$ cat src/verilog/gb_cart_pkg.sv
// gb_cart_pkg
// shared types and constants for the cartridge mapper
// mapper kinds, the decoded header, the CPU cart bus and the
// mapper register state, plus the header and address-region constants
package gb_cart_pkg;

	// ------------------------------
	// widths and keys
	// ------------------------------
	localparam int dl_aw  = 25;       // download byte address width
	localparam int rom_aw = 22;       // ROM word address width, 8MB of 16-bit words

	localparam logic [3:0] ram_en_key = 4'hA;   // low nibble that opens cart RAM

	// header byte addresses, both seen as the word holding the byte
	localparam logic [dl_aw-1:0] hdr_type_addr = 25'h000146;   // cartridge type in upper byte
	localparam logic [dl_aw-1:0] hdr_size_addr = 25'h000148;   // {ram code, rom code}

	// CPU regions, decoded from addr[15:13]
	localparam logic [2:0] rgn_ram_enable = 3'd0;   // 0000-1FFF
	localparam logic [2:0] rgn_rom_bank   = 3'd1;   // 2000-3FFF
	localparam logic [2:0] rgn_ram_bank   = 3'd2;   // 4000-5FFF
	localparam logic [2:0] rgn_mode       = 3'd3;   // 6000-7FFF
	localparam logic [2:0] rgn_cram       = 3'd5;   // A000-BFFF, cartridge RAM

	// ------------------------------
	// types
	// ------------------------------
	typedef enum logic [2:0] {
		kind_none = 3'd0,   // 32k flat ROM
		kind_mbc1 = 3'd1,
		kind_mbc2 = 3'd2,
		kind_mbc3 = 3'd3,
		kind_mbc5 = 3'd4
	} mbc_kind_e;

	// decoded header, 16 bits
	typedef struct packed {
		mbc_kind_e  kind;
		logic [8:0] rom_mask;   // bank bits that exist in the image
		logic [3:0] ram_mask;   // ram bank bits that exist
	} cart_hdr_t;

	// CPU side of the cartridge slot, 26 bits
	typedef struct packed {
		logic [15:0] addr;
		logic        rd;
		logic        wr;
		logic [7:0]  di;   // data from the CPU
	} cpu_bus_t;

	// mapper registers, 16 bits
	typedef struct packed {
		logic [8:0] rom_bank;
		logic [3:0] ram_bank;
		logic       mbc1_mode;    // 0 = 16/8 mode, ram bank drives upper rom bits
		logic       rtc_mode;     // mbc3 rtc selected instead of ram
		logic       ram_enable;
	} mbc_state_t;

endpackage

$ cat src/verilog/mbc_regs.sv
// mbc_regs
// mapper control registers, loaded by CPU writes into the
// 0000-7FFF ROM window; behaviour depends on the mapper kind
module mbc_regs (
	input  logic                   clk_sys,
	input  logic                   reset,
	input  logic                   cpu_ce,
	input  gb_cart_pkg::cpu_bus_t  cpu,
	input  gb_cart_pkg::mbc_kind_e kind,
	output gb_cart_pkg::mbc_state_t mstate
);

	logic wr_en;
	logic [2:0] rgn;

	assign wr_en = cpu_ce & cpu.wr;   // one write per cpu strobe
	assign rgn   = cpu.addr[15:13];

	always_ff @(posedge clk_sys) begin
		if (reset) begin
			mstate.rom_bank   <= 9'd1;   // bank 1 sits at 4000 after power up
			mstate.ram_bank   <= 4'd0;
			mstate.mbc1_mode  <= 1'b0;
			mstate.rtc_mode   <= 1'b0;
			mstate.ram_enable <= 1'b0;
		end else if (wr_en) begin
			case (rgn)
				// ------------------------------
				gb_cart_pkg::rgn_ram_enable: begin
					// anything but the key closes it again
					mstate.ram_enable <= (cpu.di[3:0] == gb_cart_pkg::ram_en_key);
				end

				// ------------------------------
				gb_cart_pkg::rgn_rom_bank: begin
					if (kind == gb_cart_pkg::kind_mbc5) begin
						if (cpu.addr[12])
							mstate.rom_bank[8] <= cpu.di[0];        // 3000-3FFF high bit
						else
							mstate.rom_bank[7:0] <= cpu.di;         // 2000-2FFF low byte
					end else if (cpu.di[6:0] == 7'd0) begin
						mstate.rom_bank <= 9'd1;   // bank 0 cannot be picked here
					end else begin
						mstate.rom_bank <= {2'b00, cpu.di[6:0]};
					end
				end

				// ------------------------------
				gb_cart_pkg::rgn_ram_bank: begin
					if (kind == gb_cart_pkg::kind_mbc3) begin
						if (cpu.di[3]) begin
							mstate.rtc_mode <= 1'b1;   // 08-0C select rtc registers
						end else begin
							mstate.rtc_mode <= 1'b0;
							mstate.ram_bank <= {2'b00, cpu.di[1:0]};
						end
					end else if (kind == gb_cart_pkg::kind_mbc5) begin
						mstate.ram_bank <= cpu.di[3:0];   // 16 banks
					end else begin
						mstate.ram_bank <= {2'b00, cpu.di[1:0]};   // mbc1 also upper rom bits
					end
				end

				// ------------------------------
				gb_cart_pkg::rgn_mode: begin
					if (kind == gb_cart_pkg::kind_mbc1)
						mstate.mbc1_mode <= cpu.di[0];
				end

				default: ;   // cart ram and upper regions hold no registers
			endcase
		end
	end

endmodule

$ cat config.mk
export PLATFORM = sky130hd
export DESIGN_NAME = mbc_regs
export DESIGN_NICKNAME = d
export VERILOG_FILES = /design/src/verilog/gb_cart_pkg.sv /design/src/verilog/mbc_regs.sv
export SDC_FILE = /design/constraint.sdc
export NUM_CORES = 1
export LEC_CHECK = 0
export BUFFER_PORTS_ARGS = -buffer_cell sky130_fd_sc_hd__buf_2
export CAP_MARGIN = 10
export CORE_UTILIZATION = 31
export DETAILED_ROUTE_END_ITERATION = 10
export GPL_TIMING_DRIVEN = 1
export SETUP_SLACK_MARGIN = 0.05
export SLEW_MARGIN = 30
export SYNTH_ARGS = -nofsm -noshare
export SYNTH_HDL_FRONTEND = slang
export SYNTH_SLANG_ARGS = --single-unit
$ cat constraint.sdc
create_clock -name clk_sys -period 1.81 [get_ports clk_sys]
set_input_delay 0.362 -clock clk_sys [delete_from_list [all_inputs] [get_ports clk_sys]]
set_output_delay 0.362 -clock clk_sys [all_outputs]
set_load 0.05 [all_outputs]
* Yosys cells after proc, flatten, opt, wreduce, memory -nomap -nowiden *
Cells that the tools add are included.

cells by class
  reductions and logical operators = 8
  bitwise gates (word level) = 1
  eq/ne operators = 10
  multiplexer cells = 8

operators with widths
  cell                  number
  $reduce_and A3 Y1     5
  $mux W4               3
  $eq A3 B2 Y1 const B  3
  $mux W9               1
  $mux W8               1
  $logic_not A7 Y1      1
  $mux W7               1
  $eq A3 B1 Y1 const B  2
  $ne A2 B2 Y1 const B  3
  $eq A4 B4 Y1 const B  1
  $eq A3 B3 Y1 const B  1
  $logic_not A3 Y1      1
  $mux W1               2
  $reduce_and A2 Y1     1
  $and A1 B1 Y1         1

word-level totals
  logic and storage cells = 33
  input bits = 32
  output and inout port bits = 16
  register bits = 16

* Depth between registers and ports, before layout *
  depth after elaboration = 3
  gate-level depth with buffers = 4
  depth with buffers taken out = 3

* Worst setup path after synthesis *
OpenSTA, ideal clock, no wires.

  path type = input to register
  start point = input port cpu[24] (netlist name)
  end point = register mstate[7] (netlist name)
  buffers on the path = 1
  path slack = 515 ps
  stages on the path = 4
  arrival time = 1174 ps
  cells stage by stage = and4bb_2 -> and3_4 -> buf_6 -> o32a_1

between the ends
  longest elaborated chain between the ends = 2

RTL lines
  what                                RTL line        RTL
  start: declaration                  mbc_regs.sv:8   input gb_cart_pkg::cpu_bus_t cpu,
  $eq A3 B1 Y1                        mbc_regs.sv:27  case (rgn)
  $reduce_and A3 Y1 (no source line)  --
  end: declaration                    mbc_regs.sv:10  output gb_cart_pkg::mbc_state_t mstate

Every way passes these cells.
A chain may end at the register's enable or synchronous reset.

* Final worst setup path *
  start point = register mstate[3] (netlist name)
  end point = output port mstate[3] (netlist name)

No word-level cell between the ends.

==> impl_metrics.toml <==
[yosys]
synth_top_area_share = 0.368
netlist_area_um2 = 871
yosys_warnings = 0
avgSynthCellArea_um2 = 10.2
synthesis.instances = 85
syn_nets = 117
ys_async_sr_fraction = 0
yosysSeqAreaShare = 0.368
synth_edf_count = 0
synth_cell_types = 33
synth-seq-cells = 16
synth_top_cell_by_area = "dfxtp_1"
synth_flop_cell = "dfxtp_1"
synthTopCellsByArea = "dfxtp_1, nand2b_1, mux2i_1, nand4bb_4, a311oi_4"

[power]
p_clk_frac = 0.350
power_density_mw_per_mm2 = 630
intPower_uw = 519
combPwrFrac = 0.136
p_switching_uw = 173
p_leak_nw = 0.451
swShare = 0.250
seq_power_share = 0.514
irDropWorstVdd_uv = 480

[detailed_routing]
drc = 0
dr_total_vias = 731
drtPass1Iterations = 4
drt.antenna.violating_nets = 0
viasPerCell = 4.87
drtIter0Drc = 12
wl_mm = 1.86
wl_per_cell_um = 12.4

[timing]
tightest_slew_ns = 0.397
fmax_mhz = 784
period_needed_ns = 1.28
rsz0062_at_grt = "no"
post-route-period-util = 0.705
slew_viol_final = 0
clock_skew_ns = 0
tns_ns = 0
whs_ns = 0.333
slew_headroom = 0.735
hold_viol_final = 0
finalSetupViolCount = 0

[cells_and_area]
largest_reg_flops = 16
final_cell_mix = "buf_2, nand2b_1, dfxtp_1"
final_common_cell = "buf_2"
areaGrowthSynthToFinish_pct = 26.1
drive_gt1_frac = 0.375
final_nets = 153
largestRegisters = "mstate (16)"
top_register = "mstate"
fillers = 275
antenna_cells = 0

[worst_hold_path]
hold_depth = 3
hp-class = "in -> reg"
hold_end = "mstate[11]"
hold_start = "cpu[4]"

[place]
gp_congestion = 0.754
hpwl_mm = 1.41
portBuffers = 34

[global_route]
grt_usage = 0.144
overflow = 0
antenna_found_initial = 0
grt_pass1_wl_mm = 2.97
grt_max_degree = 28
grt_pass1_vias = 680

[critical_path]
max_stage_delay_ns = 0.36
cp_data_arrival_time_ns = 0.91
worst-path-buf-inv = 1
end_kind = "primary output"
cp-start-kind = "register"
r2r_start = "mstate[7]"
criticalPathCategory = "reg -> out"
r2r_setup_slack_ns = 1.05
critPathTopFamily = "flip-flops"
worst-path-max-fanout = 2
critPathSlowestCell = "dfxtp_1"
worstReg2RegEnd = "mstate[7]"
reg2reg_depth = 1
cp_cell_sequence = "buf_2"
cp.required_ns = 1.45

[clock_tree]
cts.sinks = 16
worstSkewPairLatency_ns = 0.28
cts_buffers = 3
cts_tree = "done"
htree_levels = 1
post_cts_buffers = 0
clk_path_buf_depth = 2
cts.clk_slew.worst_paths_ns = 0.10
ctsRootBufferMaster = "clkbuf_4"
postCtsHoldBufs = 0
cts_resized = 0

[floorplanning]
die_x_um = 55
initial_core_util = 0.339
rows = 18
io_pins = 48
coreArea_mm2 = 0.00257
die-area_mm2 = 0.00303
die_h_um = 55

[outcome]
status = "finished clean"

[run]
cap_viol_max_count = 0
==> how the worst max path moves through the flow <==
stage                endpoint       from  slack (ns)  cells past startpoint
floorplan           mstate[7]    cpu[24]        0.51                      4
global placement    mstate[6]    cpu[25]        0.26                      4
detailed placement  mstate[6]    cpu[25]        0.25                      4
CTS                 mstate[3]  mstate[3]        0.53                      1
global route        mstate[5]    cpu[25]        0.48                      4
finish              mstate[3]  mstate[3]        0.53                      1
==> Yosys cell counts (2+ instances only) <==
library cell	instances
nand4bb_1	2
dfxtp_1	16
a21oi_1	2
nand3b_1	2
nand4_1	3
and4bb_2	2
nand2b_1	18
nand3_1	2
clkbuf_1	2
nor2b_1	2
inv_1	2
mux2i_1	11
==> stage by stage <==
| step | utilization | area (um^2) | total power [mW] | setup slack [ns] | std cells |
|---|---|---|---|---|---|
| after floorplan | - | 871 | 0.417 | 0.515 | 85 |
| after global placement | 0.414 | 1060 | 0.457 | 0.264 | 146 |
| after detailed placement | 0.414 | 1060 | 0.459 | 0.253 | 146 |
| after CTS | 0.428 | 1100 | 0.699 | 0.531 | 150 |
| after global routing | 0.428 | 1100 | 0.722 | 0.480 | 150 |
| final | 0.428 | 1100 | 0.692 | 0.534 | 150 |
==> cells by family (layout without fill, tap and decap cells) <==
group | count (synthesis) | in the layout | share of synthesized area
simple gates | 43 | 43 | 0.375
flops | 16 | 16 | 0.368
mux | 11 | 11 | 0.126
compound gates | 9 | 9 | 0.0948
buf+inv | 6 | 41 | 0.0359
==> power by group through the flow <==
stage | Clock (mW) | Combinational [mW] | Sequential (mW)
6_report | 0.242 | 0.0939 | 0.356
2_1_floorplan | 0 | 0.0435 | 0.374
5_1_grt | 0.263 | 0.103 | 0.356
4_1_cts | 0.248 | 0.0947 | 0.356
3_3_place_gp | 0 | 0.0930 | 0.364
3_5_place_dp | 0 | 0.0945 | 0.364
==> layer usage <==
metal  vias up  track usage  share of wire
met5         -            0              0
met4         0        0.100          0.027
met3         4       0.0246          0.039
met2        16        0.215           0.48
met1       332        0.186           0.45
li1        379            -              -
==> area by class of cell <==
cell class                      count  area, um^2  share of cell area
Clock buffer                        4        36.3              0.0330
Tap cell                           30        37.5              0.0342
Timing Repair Buffer               35         178               0.162
Inverter                            2        7.51             0.00683
Sequential cell                    16         320               0.292
Multi-Input combinational cell     63         519               0.473
(Power assumes the default switching activity.)
