**src/verilog/gb_cart_pkg.sv**
```systemverilog
// gb_cart_pkg
// shared types and constants for the cartridge mapper
// mapper kinds, the decoded header, the CPU cart bus and the
// mapper register state, plus the header and address-region constants
package gb_cart_pkg;

	// ------------------------------
	// widths and keys
	// ------------------------------
	localparam int dl_aw  = 25;       // download byte address width
	localparam int rom_aw = 22;       // ROM word address width, 8MB of 16-bit words

	localparam logic [3:0] ram_en_key = 4'hA;   // low nibble that opens cart RAM

	// header byte addresses, both seen as the word holding the byte
	localparam logic [dl_aw-1:0] hdr_type_addr = 25'h000146;   // cartridge type in upper byte
	localparam logic [dl_aw-1:0] hdr_size_addr = 25'h000148;   // {ram code, rom code}

	// CPU regions, decoded from addr[15:13]
	localparam logic [2:0] rgn_ram_enable = 3'd0;   // 0000-1FFF
	localparam logic [2:0] rgn_rom_bank   = 3'd1;   // 2000-3FFF
	localparam logic [2:0] rgn_ram_bank   = 3'd2;   // 4000-5FFF
	localparam logic [2:0] rgn_mode       = 3'd3;   // 6000-7FFF
	localparam logic [2:0] rgn_cram       = 3'd5;   // A000-BFFF, cartridge RAM

	// ------------------------------
	// types
	// ------------------------------
	typedef enum logic [2:0] {
		kind_none = 3'd0,   // 32k flat ROM
		kind_mbc1 = 3'd1,
		kind_mbc2 = 3'd2,
		kind_mbc3 = 3'd3,
		kind_mbc5 = 3'd4
	} mbc_kind_e;

	// decoded header, 16 bits
	typedef struct packed {
		mbc_kind_e  kind;
		logic [8:0] rom_mask;   // bank bits that exist in the image
		logic [3:0] ram_mask;   // ram bank bits that exist
	} cart_hdr_t;

	// CPU side of the cartridge slot, 26 bits
	typedef struct packed {
		logic [15:0] addr;
		logic        rd;
		logic        wr;
		logic [7:0]  di;   // data from the CPU
	} cpu_bus_t;

	// mapper registers, 16 bits
	typedef struct packed {
		logic [8:0] rom_bank;
		logic [3:0] ram_bank;
		logic       mbc1_mode;    // 0 = 16/8 mode, ram bank drives upper rom bits
		logic       rtc_mode;     // mbc3 rtc selected instead of ram
		logic       ram_enable;
	} mbc_state_t;

endpackage

```
**src/verilog/cart_header_capture.sv**
```systemverilog
// cart_header_capture
// snoops the ROM download for the cartridge header and keeps
// the decoded mapper kind, ROM bank mask and RAM bank mask
module cart_header_capture (
	input  logic                         clk_sys,
	input  logic                         reset,
	input  logic                         dl_cart,   // cart image downloading
	input  logic                         dl_wr,
	input  logic [gb_cart_pkg::dl_aw-1:0] dl_addr,
	input  logic [15:0]                  dl_data,
	output gb_cart_pkg::cart_hdr_t       hdr
);

	gb_cart_pkg::mbc_kind_e kind_nxt;
	logic [8:0] rom_mask_nxt;
	logic [3:0] ram_mask_nxt;

	// decode straight off the download word
	always_comb begin
		if (dl_data[15:8] inside {[8'd1:8'd3]})         kind_nxt = gb_cart_pkg::kind_mbc1;
		else if (dl_data[15:8] inside {[8'd5:8'd6]})    kind_nxt = gb_cart_pkg::kind_mbc2;
		else if (dl_data[15:8] inside {[8'd15:8'd19]})  kind_nxt = gb_cart_pkg::kind_mbc3;
		else if (dl_data[15:8] inside {[8'd25:8'd30]})  kind_nxt = gb_cart_pkg::kind_mbc5;
		else                                            kind_nxt = gb_cart_pkg::kind_none;

		// rom code n -> 2^(n+1) banks, n+1 mask bits
		if (dl_data[7:0] >= 8'd1 && dl_data[7:0] <= 8'd8)
			rom_mask_nxt = 9'h1ff >> (8'd8 - dl_data[7:0]);
		else
			rom_mask_nxt = 9'h07f;   // odd 72/80/96 bank sizes land here too

		if (dl_data[15:8] == 8'd3)      ram_mask_nxt = 4'b0011;   // 32k, 4 banks
		else if (dl_data[15:8] >= 8'd4) ram_mask_nxt = 4'b1111;   // 128k, 16 banks
		else                            ram_mask_nxt = 4'b0000;   // none, 2k or 8k
	end

	always_ff @(posedge clk_sys) begin
		if (reset) begin
			hdr.kind     <= gb_cart_pkg::kind_none;
			hdr.rom_mask <= '0;
			hdr.ram_mask <= '0;
		end else if (dl_cart && dl_wr) begin
			if (dl_addr == gb_cart_pkg::hdr_type_addr)
				hdr.kind <= kind_nxt;
			if (dl_addr == gb_cart_pkg::hdr_size_addr) begin
				hdr.rom_mask <= rom_mask_nxt;   // low byte
				hdr.ram_mask <= ram_mask_nxt;   // high byte
			end
		end
	end

endmodule

```
**config.mk**
```make
export PLATFORM = sky130hd
export DESIGN_NAME = cart_header_capture
export DESIGN_NICKNAME = d
export VERILOG_FILES = /design/src/verilog/gb_cart_pkg.sv /design/src/verilog/cart_header_capture.sv
export SDC_FILE = /design/constraint.sdc
export NUM_CORES = 1
export LEC_CHECK = 0
export BUFFER_PORTS_ARGS = -buffer_cell sky130_fd_sc_hd__buf_2
export CAP_MARGIN = 20
export CORE_UTILIZATION = 39
export DETAILED_ROUTE_END_ITERATION = 12
export PLACE_DENSITY = 0.8
export SKIP_LAST_GASP = 1
export SLEW_MARGIN = 5
export SYNTH_ARGS = -nofsm -noshare
export SYNTH_HDL_FRONTEND = slang
export SYNTH_SLANG_ARGS = --single-unit
```
**constraint.sdc**
```tcl
create_clock -name clk_sys -period 1.9 [get_ports clk_sys]
set_input_delay 0.19 -clock clk_sys [delete_from_list [all_inputs] [get_ports clk_sys]]
set_output_delay 0.19 -clock clk_sys [all_outputs]
set_load 0.02 [all_outputs]
```
---- Word-level counts from Yosys, hierarchy flattened ----
Cells that the tools add are included.
word-level totals
  register bits ........................... 16
  bits of input ports ..................... 45
  output and inout bits ................... 16
  logic and storage cells ................. 34
operators by class
  add/subtract/negate cells ............... 1
  $lt $le $gt $ge ......................... 11
  eq/ne operators ......................... 3
  shifts and indexed selects .............. 1
  multiplexer cells ....................... 7
  reduce and logical (&&, ||, !) cells .... 8
operators with widths
  cell                   number
  $eq A25 B9 Y1 const B  2
  $ge A8 B1 Y1 const B   2
  $ge A8 B3 Y1 const B   2
  $le A8 B5 Y1 const B   2
  $mux W3                4
  $mux W9                1
  $shr A9 B8 Y9 const A  1
  $eq A8 B2 Y1 const B   1
  $ge A8 B4 Y1 const B   1
  $ge A8 B5 Y1 const B   1
  $le A8 B2 Y1 const B   1
  $le A8 B3 Y1 const B   1
  $le A8 B4 Y1 const B   1
  $mux W4                2
  $sub A4 B8 Y8 const A  1
  $logic_and A1 B1 Y1    6
  $reduce_and A2 Y1      2

---- Logic depth before layout (Yosys ltp) ----
  depth after elaboration ................. 6
  mapped depth ............................ 8
  gate-level depth less buffers ........... 7

---- Least setup slack after synthesis ----
OpenSTA, ideal clock, no wires.
  path kind ............................... input to register
  start point ............................. in dl_data[0]
  end point ............................... reg hdr[11] (netlist bit)
  library setup time ...................... 0.096 ns
  arrival ................................. 1.801 ns
  data required time ...................... 1.804 ns
  slack ................................... 0.004 ns
  stages .................................. 8
  buffers on the path ..................... 1
  cells stage by stage .................... clkbuf_1 -> inv_1 -> ha_1 -> nand2b_1 -> a21o_1 -> mux2i_1 -> nand3_1 -> o41ai_2
on the way
  longest elaborated chain between the ends .. 3
  elaborated cells on any way between the ends .. 6
  classes of those cells .................. add/sub (1); order compare (2); shift (1); mux (1); reduce/logical (1)
RTL lines
  element                                                      RTL line                                              source
  start, declared                                              cart_header_capture.sv:10                             input logic [15:0] dl_data,
  $sub A4 B8 Y8 (tied with other cells)                        cart_header_capture.sv:28                             rom_mask_nxt = 9'h1ff >> (8'd8 - dl_data[7:0]);
  $shr A9 B8 Y9 / $logic_and A1 B1 Y1 (equally long branches)  cart_header_capture.sv:28, cart_header_capture.sv:27
  $mux W9 *                                                    cart_header_capture.sv:27                             if (dl_data[7:0] >= 8'd1 && dl_data[7:0] <= 8'd8)
  end, declared                                                cart_header_capture.sv:11                             output gb_cart_pkg::cart_hdr_t hdr
Every way passes the cells marked *; elsewhere a longest branch is shown, timed or not.
A chain may end at the register's enable or synchronous reset.

---- Worst setup path in the final report ----
  start point ............................. in dl_addr[15] (netlist bit)
  end point ............................... reg hdr[11] (netlist bit)
on the way
  longest elaborated chain between the ends .. 2
RTL lines
  element                      RTL line                   source
  start, declared              cart_header_capture.sv:9   input logic [gb_cart_pkg::dl_aw-1:0] dl_addr,
  $eq A25 B9 Y1                cart_header_capture.sv:45  if (dl_addr == gb_cart_pkg::hdr_size_addr) begin
  $reduce_and A2 Y1 (no line)  --
No other way between the ends.

==> results.md <==
- Antenna Nets Post-Route: 0
- CP Capture Type: flop
- Vias after detailed routing: 1289
- Met2 wire length: 1290 um
- Min cycle time layout: 1.53 ns
- Number of DRC markers in iteration 0: 20
- Switching Share: 26.1%
- Die Y: 54.5 um
- WHS Path Cells: 2
- Max-slew violation count: 0
- RD Place Congestion: 0.759
- Ys flop type: dfxtp_1
- Antenna violations before repair: 0
- Cell count along the critical path: 6
- Die footprint: 0.00297 mm2
- Global-route wire length before repair: 4370 um
- Crit path DAT: 1.72 ns
- Slowest CP cell: or3_1
- Slowest cell delay on critical path: 0.48 ns
- Power Internal: 487 uW
- Vias in the first global route: 1050
- RSZ-0062 raised after global routing: no
- Clock power frac: 31.7%
- R2R depth: 2
- Post-CTS Setup Inserts: 0
- Total grt overflow: 0
- Cts repair resizes: 0
- H-tree levels: 1
- Pwr Density: 446 mW/mm2
- Starting density of the core: 42.2%
- Critical path type: in -> reg
- Biggest registers after layout: hdr (14)
- Worst-path clk slew: 0.08 ns
- DP Area: 0.00144 mm2
- Post-Route WL: 2650 um
- Maximum vdd ir drop: 0.333 mV
- DRT Pass-1 Iters: 4
- Ant diodes: 0
- Hold_buf cts: 0
- GRT Overall Usage: 19.7%
- Synth Instances: 137
- Synthesized flop and latch total: 14
- Sum Neg Setup Slack: 0 ns
- DP HPWL: 2160 um
- Finished Core Util: 58.1%
- CTS tree: built
- Crit path max fanout: 4
- Post-synthesis instance area: 0.00107 mm2
- CTS root buffer: clkbuf_4
- Vias per inst: 5.56
- Top reg by flops: hdr
- Remaining DRCs: 0
- Finished Cell Area: 0.00148 mm2
- Highest metal used: met4
- Die X: 54.5 um
- Worst-Skew Late Latency: 0.28 ns
- EDFF count, synth: 0
- Reg2Reg Capture Point: hdr[4]
- Max-cap viol count: 0
- Sequential share of power: 44.5%
- Top Family by Delay on Critical Path: simple AND/OR/NAND/NOR gates
- Worst R2R Start: hdr[4]
- Hold path endpoint: hdr[2]
- Ports: 61
- Rel. slew slack: 74.2%
- Met1 WL: 1210 um
- Wire length per cell: 11.4 um
- Post-Syn Area per Cell: 7.85 um2
- Largest net degree at the start of global routing: 16
- Worst slew pin tran: 0.382 ns
- Final #Nets: 250
- Total power after layout: 659 uW
- Status: complete, no violations
- Critical Path Source: dl_addr[15]
- Layout cells sized above 1: 39.1%
- Worst Path Buf+Inv: 1
- Reg2Reg Setup Slack: 1.20 ns
- Seq/Total Area, Yosys: 26.1%
- Worst hold path class: in -> reg
- CTS buffer count: 3
- Period Utilization, post-route: 80.5%
- Clk sinks: 14
- NetSw: 172 uW
- Yosys cell types: 47
- Startpoint Class: input pin
- FFs w/ async S/R, synth: 0%
- Synthesized Nets: 184
- Met3 WL post-DR: 135 um
- Cell Chain, Critical Path: buf_2 > nor4_1 > nand4_1 > or3_1 > or2_0 > o41ai_2
- Std-Cell Rows: 18
- Layout Skew: 0 ns
- Clock tree buffer depth: 2
- Critical Path RT: 2.09 ns
- Area delta synth->final: 37.5%
- Leakage Power: 0.687 nW
- Final Hold Fails: 0
- Fmax: 0.654 GHz
- Final-report setup violation count: 0
- Comb power frac: 23.8%
- Synth warn: 0
- Core box area: 0.00254 mm2
- Number of flip-flops under the largest register name: 14
- Min-delay src: reset
- I/O Buffers: 60
cells in the final DEF, fill, tap and decap left out, types with 4 or more instances in the layout:
cell / instances
dfxtp_1: 14
nand3_1: 8
nand2_1: 7
nor4_1: 6
a211oi_1: 4
nand2b_1: 4
mux2i_1: 6
buf_2: 60
nor2_1: 14
buf_4: 9
nand4_1: 4
inv_1: 4
a21oi_1: 4
or3_1: 4
cell families (layout without fill, tap and decap cells):
group / Yosys count / after routing / synth area share, %
AOI/OAI and AO/OA: 32 / 32 / 22.4
and+or+nand+nor: 69 / 69 / 37.0
xor gates and xnor gates: 2 / 2 / 1.63
DFF: 14 / 14 / 26.1
buffers and inverters: 12 / 77 / 5.00
muxes: 6 / 6 / 5.59
adders and majority gates: 2 / 2 / 2.33
per-layer routing:
metal	global-route usage, %	up-vias
li1	-	662
met1	25.7	588
met2	32.7	37
met3	1.67	2
met4	8.55	0
met5	0	-
layout make-up:
cell class	count	area (um2)
Tap cell	30	37.5
Timing Repair Buffer	69	368
Fill cell	248	1070
Sequential cell	14	280
Inverter	4	15.0
Clock buffer	4	36.3
Multi-Input combinational cell	111	741
power groups by stage:
stage	clock, mW	combinational [mW]	sequential, mW
after floorplan	0	0.0773	0.300
after global placement	0	0.154	0.300
after detailed placement	0	0.156	0.300
after CTS	0.214	0.156	0.293
after global routing	0.227	0.176	0.293
final	0.209	0.157	0.293
per-stage QoR:
| step | setup slack, ns | instances | hold slack [ns] |
|---|---|---|---|
| floorplan | 0.00371 | 137 | 0.290 |
| global placement | 0.130 | 228 | 0.446 |
| detailed placement | 0.0943 | 228 | 0.450 |
| CTS | 0.383 | 232 | 0.241 |
| global route | 0.245 | 232 | 0.253 |
| finish | 0.371 | 232 | 0.248 |
synth_stat cells (2+ instances only):
cell       count  area (um2)
o2111ai_1      2        17.5
nor2_1        14        52.6
nor3_1         3        15.0
nand3_1        8        40.0
dfxtp_1       14         280
nand2_1        7        26.3
a21o_1         2        15.0
ha_1           2        25.0
nand2b_1       4        25.0
nor4bb_1       2        20.0
a31oi_1        3        18.8
or2_2          2        12.5
clkbuf_1       5        18.8
nor2b_1        2        12.5
buf_4          2        15.0
xnor2_1        2        17.5
o21bai_1       3        22.5
o21ai_0        3        15.0
nor4_1         6        37.5
a21oi_1        4        20.0
nor4b_1        3        26.3
and3_1         2        12.5
nand4_1        4        25.0
a211oi_1       4        30.0
mux2i_1        6        60.1
or3_1          4        25.0
inv_1          4        15.0
worst max path at each step:
stage	slack (ns)	endpoint
after floorplan	0.004	hdr[11]
after detailed placement	0.09	hdr[4]
final	0.37	hdr[11]
after CTS	0.38	hdr[11]
after global placement	0.13	hdr[6]
after global routing	0.24	hdr[11]
No activity file was read; power rests on OpenSTA's default activity.
