===== config.mk =====
export PLATFORM = sky130hd
export DESIGN_NAME = mbc_addr_map
export DESIGN_NICKNAME = d
export VERILOG_FILES = /design/src/verilog/gb_cart_pkg.sv /design/src/verilog/mbc_addr_map.sv
export SDC_FILE = /design/constraint.sdc
export NUM_CORES = 1
export LEC_CHECK = 0
export ABC_CLOCK_PERIOD_IN_PS = 1100
export BUFFER_PORTS_ARGS = -buffer_cell sky130_fd_sc_hd__buf_4
export CAP_MARGIN = 20
export CORE_MARGIN = 2
export CORE_UTILIZATION = 26
export DETAILED_ROUTE_END_ITERATION = 16
export PLACE_DENSITY = 0.95
export REMOVE_ABC_BUFFERS = 1
export SYNTH_ARGS = -nofsm -noshare
export SYNTH_HDL_FRONTEND = slang
export SYNTH_SLANG_ARGS = --single-unit

===== constraint.sdc =====
create_clock -name vclk -period 1.1
set_input_delay 0.055 -clock vclk [all_inputs]
set_output_delay 0.055 -clock vclk [all_outputs]
set_load 0.05 [all_outputs]

===== src/verilog/gb_cart_pkg.sv =====
// gb_cart_pkg
// shared types and constants for the cartridge mapper
// mapper kinds, the decoded header, the CPU cart bus and the
// mapper register state, plus the header and address-region constants
package gb_cart_pkg;

	// ------------------------------
	// widths and keys
	// ------------------------------
	localparam int dl_aw  = 25;       // download byte address width
	localparam int rom_aw = 22;       // ROM word address width, 8MB of 16-bit words

	localparam logic [3:0] ram_en_key = 4'hA;   // low nibble that opens cart RAM

	// header byte addresses, both seen as the word holding the byte
	localparam logic [dl_aw-1:0] hdr_type_addr = 25'h000146;   // cartridge type in upper byte
	localparam logic [dl_aw-1:0] hdr_size_addr = 25'h000148;   // {ram code, rom code}

	// CPU regions, decoded from addr[15:13]
	localparam logic [2:0] rgn_ram_enable = 3'd0;   // 0000-1FFF
	localparam logic [2:0] rgn_rom_bank   = 3'd1;   // 2000-3FFF
	localparam logic [2:0] rgn_ram_bank   = 3'd2;   // 4000-5FFF
	localparam logic [2:0] rgn_mode       = 3'd3;   // 6000-7FFF
	localparam logic [2:0] rgn_cram       = 3'd5;   // A000-BFFF, cartridge RAM

	// ------------------------------
	// types
	// ------------------------------
	typedef enum logic [2:0] {
		kind_none = 3'd0,   // 32k flat ROM
		kind_mbc1 = 3'd1,
		kind_mbc2 = 3'd2,
		kind_mbc3 = 3'd3,
		kind_mbc5 = 3'd4
	} mbc_kind_e;

	// decoded header, 16 bits
	typedef struct packed {
		mbc_kind_e  kind;
		logic [8:0] rom_mask;   // bank bits that exist in the image
		logic [3:0] ram_mask;   // ram bank bits that exist
	} cart_hdr_t;

	// CPU side of the cartridge slot, 26 bits
	typedef struct packed {
		logic [15:0] addr;
		logic        rd;
		logic        wr;
		logic [7:0]  di;   // data from the CPU
	} cpu_bus_t;

	// mapper registers, 16 bits
	typedef struct packed {
		logic [8:0] rom_bank;
		logic [3:0] ram_bank;
		logic       mbc1_mode;    // 0 = 16/8 mode, ram bank drives upper rom bits
		logic       rtc_mode;     // mbc3 rtc selected instead of ram
		logic       ram_enable;
	} mbc_state_t;

endpackage


===== src/verilog/mbc_addr_map.sv =====
// mbc_addr_map
// combinational address translation: CPU address plus mapper
// state gives the external ROM word address and the cart RAM address
// ROM word layout is {bank field[9:0], cpu_addr[12:1]}
module mbc_addr_map #(
	parameter int CRAM_AW = 17
) (
	input  logic [15:0]                    cpu_addr,
	input  gb_cart_pkg::cart_hdr_t         hdr,
	input  gb_cart_pkg::mbc_state_t        mstate,
	output logic [gb_cart_pkg::rom_aw-1:0] rom_addr,
	output logic [CRAM_AW-1:0]             cram_addr
);

	logic [6:0]  mbc1_bank;    // mbc1 bank incl. ram bank bits
	logic [8:0]  rom_bank_m;   // masked bank for the 4000-7FFF window
	logic [9:0]  bank_field;   // 8k unit, bit 0 is cpu_addr[13]
	logic [3:0]  ram_bank_m;
	logic [16:0] cram_full;    // 16 banks of 8k

	// in mode 0 the ram bank register supplies rom bits 6:5
	assign mbc1_bank = {mstate.mbc1_mode ? 2'b00 : mstate.ram_bank[1:0],
		mstate.rom_bank[4:0]} & hdr.rom_mask[6:0];

	// ------------------------------
	// ROM banking
	// ------------------------------
	always_comb begin
		case (hdr.kind)
			gb_cart_pkg::kind_mbc1: rom_bank_m = {2'b00, mbc1_bank};
			gb_cart_pkg::kind_mbc2: rom_bank_m = {5'd0, mstate.rom_bank[3:0] & hdr.rom_mask[3:0]};
			gb_cart_pkg::kind_mbc3: rom_bank_m = {2'b00, mstate.rom_bank[6:0] & hdr.rom_mask[6:0]};
			gb_cart_pkg::kind_mbc5: rom_bank_m = mstate.rom_bank & hdr.rom_mask;   // up to 512
			default:                rom_bank_m = 9'd0;
		endcase

		if (hdr.kind == gb_cart_pkg::kind_none)
			bank_field = {8'd0, cpu_addr[14:13]};          // flat 32k
		else if (cpu_addr[15:14] == 2'b01)
			bank_field = {rom_bank_m, cpu_addr[13]};       // switchable window
		else
			bank_field = {9'd0, cpu_addr[13]};             // fixed bank 0
	end

	assign rom_addr = {bank_field, cpu_addr[12:1]};

	// ------------------------------
	// RAM banking
	// ------------------------------
	always_comb begin
		case (hdr.kind)
			gb_cart_pkg::kind_mbc1: begin
				// mode 0 keeps ram unbanked
				ram_bank_m = mstate.mbc1_mode ?
					{2'b00, mstate.ram_bank[1:0] & hdr.ram_mask[1:0]} : 4'd0;
			end
			gb_cart_pkg::kind_mbc3: ram_bank_m = {2'b00, mstate.ram_bank[1:0] & hdr.ram_mask[1:0]};
			gb_cart_pkg::kind_mbc5: ram_bank_m = mstate.ram_bank & hdr.ram_mask;
			default:                ram_bank_m = 4'd0;   // mbc2 and none have one bank
		endcase
	end

	assign cram_full = {ram_bank_m, cpu_addr[12:0]};
	assign cram_addr = cram_full[CRAM_AW-1:0];   // narrower ram mirrors upper banks

endmodule


## Word level (Yosys, flattened, before mapping)

Cells that the tools add are included.

| word-level totals | value |
|---|---|
| register bits | 0 |
| input port bits | 48 |
| logic and storage cells | 18 |

| operators by class | value |
|---|---|
| eq/ne operators | 5 |
| muxes and demuxes | 6 |
| bitwise gates (word level) | 6 |
| reduce and logical (&&, ||, !) cells | 1 |

Operator list:

| operator | count |
|---|---|
| one-hot mux 9 bit (4 select lines) | 1 |
| 2-to-1 mux 10 bit | 2 |
| AND 7 bit | 2 |
| one-hot mux 4 bit (3 select lines) | 1 |
| AND 9 bit | 1 |
| AND 4 bit | 2 |
| equality test 3 x 2 -> 1 bit (second input constant) | 2 |
| 2-to-1 mux 2 bit | 2 |
| equality test 3 x 1 -> 1 bit (second input constant) | 1 |
| equality test 3 bit (second input constant) | 1 |
| logical NOT 3 bit | 1 |
| AND 2 bit | 1 |
| equality test 2 x 1 -> 1 bit (second input constant) | 1 |

## Depth between registers and ports, before layout

Gate-level depths: netlist of the first run.

| depth | value |
|---|---|
| word-level depth | 5 |
| depth in mapped cells | 4 |
| gate-level depth less buffers | 3 |

## Least setup slack after synthesis of the first run

Ideal clock, no wire load.

| path | value |
|---|---|
| path kind | in2out |
| start | input hdr[14] (netlist name) |
| end | output rom_addr[17] (netlist name) |
| setup slack | -0.698 ns |
| cell stages on the path | 3 |
| buffers on the path | 1 |
| data required time | 1.045 ns |
| data arrival time | 1.743 ns |
| cell sequence | buf_6 or3b_4 a211oi_1 |

| on the way | value |
|---|---|
| word-level cells in the longest chain between the ends | 4 |
| elaborated cells on any way between the ends | 8 |
| those cells by class | eq/ne: 4; mux: 3; reduce/logical: 1 |

Ends and longest elaborated chain:

| element | RTL line | RTL |
|---|---|---|
| start, declared | mbc_addr_map.sv:9 | `input gb_cart_pkg::cart_hdr_t hdr,` |
| equality test 3 bit (tied with other cells) | mbc_addr_map.sv:29 | `case (hdr.kind)` |
| one-hot mux 9 bit (4 select lines) | mbc_addr_map.sv:29 |  |
| 2-to-1 mux 10 bit | mbc_addr_map.sv:39 | `else if (cpu_addr[15:14] == 2'b01)` |
| 2-to-1 mux 10 bit * | mbc_addr_map.sv:37 | `if (hdr.kind == gb_cart_pkg::kind_none)` |
| end, declared | mbc_addr_map.sv:11 | `output logic [gb_cart_pkg::rom_aw-1:0] rom_addr,` |

Mark *: on every way between the ends. The rest lies on a longest branch, timed or not.

## Worst setup path after layout of the first run

| path | value |
|---|---|
| start | input hdr[14] (netlist name) |
| end | output rom_addr[19] (netlist name) |

Same word-level chain as after synthesis.

==> qor.yml, run 1 <==
floorplan:
  dieArea_um2: 2020
  fp-row-count: 14
  core_area_um2: 1540
  die_w_um: 44.9
  initial_core_util: 0.282
  ios: 87
  dieHeight_um: 44.9
setup_path:
  cp_max_fo: 6
  required_ns: 1.04
  path_class: "in -> out"
  cp-end-kind: "output port"
  arrival_ns: 1.16
  start_kind: "input pin"
sta:
  fmax_ghz: 0.822
  fin_ws_ns: -0.116
  rsz0062_at_grt: "true"
  period_share: 1.11
  setup_viol: 11
  slew-limit-headroom: 0.800
  post-route-min-period_ns: 1.22
  slew_viol_final: 0
  finalHoldViolCount: 0
  tns_ns: -0.621
  worst_slew_pin_slew_ns: 0.295
  whs_ns: 0.110
global_route:
  antenna_found_initial: 0
  busiest_layer: "met2"
  grt_max_degree: 7
  use_met2: 0.217
  overflow: 0
  grt_pass1_wl_um: 2290
  grt_pass1_vias: 481
  grtUsageMet3: 0.148
  grt_usage: 0.152
  grt_use_met1: 0.176
clock_tree:
  ctsHoldBuffers: 0
detailed_routing:
  routed_wl_um: 1580
  vias: 492
  drc: 0
  drtIter0Drc: 1
  ant_nets: 0
  post_drt_wl_per_cell_um: 16.0
  viasPerCell: 4.97
  first_pass_iters: 3
synthesis:
  ys_seq_area_frac: 0
  syn_area_um2: 435
  avgSynthCellArea_um2: 7.38
  synth_cell_type_count: 22
  yosys_warnings: 0
  synth_cells: 59
power:
  p_leak_uw: 0.000393
  total_power_uw: 215
  pwr_density_cell_nw_per_um2: 297
  ir_drop_uv: 122
place:
  gp_congestion: 0.750
  place_area_um2: 624
  port_buffers: 45
  dp_hpwl_um: 1360
layout:
  multi_input_area_um2: 248
  area_growth_pct: 66.7
  nFillCells: 143
  seqCellArea_um2: 0
  final_cell_mix: "buf_4, buf_6, buf_8"
  fin_nets: 133
  num-clock-buffers: 0
  drive_gt1_frac: 0.735
  final_util: 0.471
  diodes: 0
  mostFrequentLayoutCell: "buf_4"
  numSequentialCells: 0
  final_area_um2: 726
hold_path:
  hold-path-endpoint: "cram_addr[0]"
  worstHoldStart: "cpu_addr[0]"
  hold_class: "in -> out"
  min_path_cells: 0
outcome:
  status: "finished, violations left"
  violations: "negative setup slack"
flow_run:
  drv_cap: 0
[cells in the mapped netlist, drive strengths merged]
library cell / count / area [µm²]
nor4b: 2 / 17.5
a211oi: 1 / 7.51
a21oi: 2 / 21.3
and3: 9 / 60.1
o2bb2ai: 1 / 8.76
o2111a: 1 / 11.3
nor2: 2 / 7.51
buf: 27 / 206
and2: 1 / 6.26
inv: 1 / 3.75
or2b: 2 / 15.0
nand2b: 2 / 12.5
or3b: 1 / 11.3
nor3b: 1 / 7.51
o211a: 1 / 10.0
o21bai: 1 / 7.51
nand2: 2 / 7.51
a31o: 1 / 8.76
o21ai: 1 / 5.00
[power breakdown]
group / switching [µW] / total [µW] / internal [µW] / leakage [µW]
Combinational: 85.2 / 215 / 130 / 0.000393
Sequential: 0 / 0 / 0 / 0
Clock: 0 / 0 / 0 / 0
Total: 85.2 / 215 / 130 / 0.000393
[worst max-delay path, stage by stage]
cell and delay (ns):
buf_8 0.10, or3b_4 0.42, a21oi_4 0.21, o2111a_1 0.22, buf_6 0.16
[cell type report]
| type | instances | area share |
|---|---|---|
| timing repair buffer | 51 | 0.626 |
| multi-input combinational | 31 | 0.341 |
| tap | 16 | 0.0276 |
| inverter | 1 | 0.00517 |
[timing repair]
item	in CTS	in global routing
pin swaps	5	3
setup buffers	1	0
hold endpoints to repair	0	0
resized for setup	17	7
setup endpoints to repair	11	13
[worst max path at each step]
stage,from,end,slack [ns],cells past startpoint
detailed placement,hdr[13],rom_addr[19],-0.18,5
global placement,hdr[13],rom_addr[19],-0.14,5
floorplan,hdr[13],rom_addr[17],-0.60,2
global route,hdr[14],rom_addr[19],-0.18,5
CTS,hdr[14],rom_addr[19],-0.14,5
finish,hdr[14],rom_addr[19],-0.12,5
[layer usage]
| layer | up-vias | part of all wire |
|---|---|---|
| met5 | - | 0 |
| met4 | 0 | 0 |
| met3 | 0 | 0.21 |
| met2 | 60 | 0.44 |
| met1 | 202 | 0.35 |
| li1 | 230 | - |
[per-stage QoR]
stage | setup slack (ns) | std cells
floorplan | -0.601 | 32
global placement | -0.143 | 98
detailed placement | -0.178 | 98
CTS | -0.137 | 99
global route | -0.178 | 99
finish | -0.116 | 99
[cell families (layout without fill, tap and decap cells)]
group                  count (synthesis)  count (layout)  share of synthesized area
buffers and inverters                 28              52                      0.483
AND/OR/NAND/NOR                       22              22                      0.333
AO/OA/AOI/OAI                          9               9                      0.184
(Power assumes the default switching activity.)
==> run 2: changes to the inputs <==
--- a/config.mk
+++ b/config.mk
@@ -12,4 +12,5 @@
 export CORE_UTILIZATION = 26
 export DETAILED_ROUTE_END_ITERATION = 16
+export GPL_ROUTABILITY_DRIVEN = 1
 export PLACE_DENSITY = 0.95
 export REMOVE_ABC_BUFFERS = 1
==> constraint.sdc (replaced) <==
create_clock -name vclk -period 1.1
set_input_delay 0.055 -clock vclk [all_inputs]
set_output_delay 0.055 -clock vclk [all_outputs]
set_load 0.01 [all_outputs]
==> qor.yml, run 2 (same netlist as run 1, synthesis figures left out) <==
detailed_routing:
  first_pass_iters: 4  # +1
  viasPerCell: 5.29  # +6.4%
  drc: 0  # unchanged
  vias: 518  # +5.3%
  post_drt_wl_per_cell_um: 17.2  # +7.4%
  drtIter0Drc: 2  # +1
  ant_nets: 0  # unchanged
  routed_wl_um: 1680  # +6.3%
layout:
  final_area_um2: 669  # -7.8%
  nFillCells: 166  # +16%
  final_util: 0.434  # -0.0365
  mostFrequentLayoutCell: "buf_4"
  drive_gt1_frac: 0.720  # -0.0154
  seqCellArea_um2: 0  # unchanged
  diodes: 0  # unchanged
  fin_nets: 132  # -0.75%
  num-clock-buffers: 0  # unchanged
  area_growth_pct: 53.7
  final_cell_mix: "buf_4, and3_1, buf_6"
  numSequentialCells: 0  # unchanged
flow_run:
  drv_cap: 0  # unchanged
floorplan:
  die_w_um: 44.9  # unchanged
  core_area_um2: 1540  # unchanged
  dieHeight_um: 44.9  # unchanged
  initial_core_util: 0.282  # unchanged
  ios: 87  # unchanged
  fp-row-count: 14  # unchanged
  dieArea_um2: 2020  # unchanged
setup_path:
  critPathSlowestCell: "or3b_4"
  cp_slowest_stage_delay_ns: 0.41  # about the same
  path_depth: 5  # unchanged
  cp-end-kind: "output port"
  crit_chain: "buf_8 -> or3b_4 -> a21oi_4 -> o2111a_1 -> buf_6"
  cp_num_buf_inv: 2  # unchanged
  cp_max_fo: 6  # unchanged
  arrival_ns: 1.10  # -0.06 ns
  cp_top_family: "compound AO/OA/AOI/OAI gates"
  path_class: "in -> out"
  start_kind: "input pin"
  required_ns: 1.04  # about the same
power:
  sw_frac_of_total: 0.329  # -0.0661
  clkPwrFrac: 0  # unchanged
  p_leak_uw: 0.000378  # -3.8%
  ir_drop_uv: 120  # -1.4%
  pwr_density_cell_nw_per_um2: 269  # -9.5%
  pwr-share-comb: 1.000  # about the same
  switchingPower_uw: 59.2  # -30%
  p_int_uw: 121  # -7.4%
  p_seq_frac: 0  # unchanged
  total_power_uw: 180  # -16%
hold_path:
  min_path_cells: 0  # unchanged
  hold_class: "in -> out"
global_route:
  grt_pass1_vias: 522  # +8.5%
  grt_max_degree: 7  # unchanged
  grt_pass1_wl_um: 2350  # +2.4%
  grt_usage: 0.157  # +0.00492
  antenna_found_initial: 0  # unchanged
  overflow: 0  # unchanged
sta:
  slew-limit-headroom: 0.804  # +0.00335
  worst_slew_pin_slew_ns: 0.290  # -0.00496 ns
  finalHoldViolCount: 0  # unchanged
  slew_viol_final: 0  # unchanged
  setup_viol: 9  # -2
  fin_ws_ns: -0.0585  # +0.0577 ns
  tns_ns: -0.322  # +0.298 ns
  fmax_ghz: 0.863  # +5.0%
  period_share: 1.05  # -0.0525
  post-route-min-period_ns: 1.16  # -0.0577 ns
  rsz0062_at_grt: "true"
place:
  dp_hpwl_um: 1410  # +3.9%
  port_buffers: 45  # unchanged
  place_area_um2: 609  # -2.4%
  gp_congestion: 0.752  # +0.31%
outcome:
  violations: "negative setup slack"
  status: "finished, violations left"
clock_tree:
  ctsHoldBuffers: 0  # unchanged
==> run 2: power by group through the flow <==
| stage | combinational, µW | clock (µW) | sequential, µW |
|---|---|---|---|
| CTS | 179 | 0 | 0 |
| global placement | 158 | 0 | 0 |
| finish | 180 | 0 | 0 |
| floorplan | 43.2 | 0 | 0 |
| global route | 194 | 0 | 0 |
| detailed placement | 164 | 0 | 0 |
==> run 2: what timing repair did <==
| action | CTS | global route |
|---|---|---|
| buffers inserted | 2 | 0 |
| pin swaps | 6 | 3 |
| cloned | 0 | 0 |
| endpoints found under the setup margin | 6 | 11 |
| resized for setup | 11 | 1 |
==> run 2: cell type report <==
class	instances	area, µm²	share of cell area
Inverter	1	3.75	0.00561
Timing Repair Buffer	50	402	0.600
Multi-Input combinational cell	31	244	0.364
Tap cell	16	20.0	0.0299
==> run 2: layer usage <==
layer / vias up / wire length (µm) / track usage
met4: 0 / 0 / 0
met2: 64 / 818 / 0.254
li1: 225 / - / -
met3: 0 / 355 / 0.148
met1: 229 / 510 / 0.159
met5: - / 0 / 0
==> run 2: path summary, 6_finish.rpt <==
check | from | endpoint | slack, ns
worst max-delay path | hdr[14] | rom_addr[19] | -0.06
worst min-delay path | cpu_addr[0] | cram_addr[0] | 0.11
==> run 2: metrics by stage <==
step                hold WS, ns  instances  worst slack (ns)
global placement          0.110         96           -0.0627
floorplan                 0.110         32             0.175
global route              0.110         98            -0.111
CTS                       0.110         98           -0.0782
finish                    0.110         98           -0.0585
detailed placement        0.110         96            -0.101
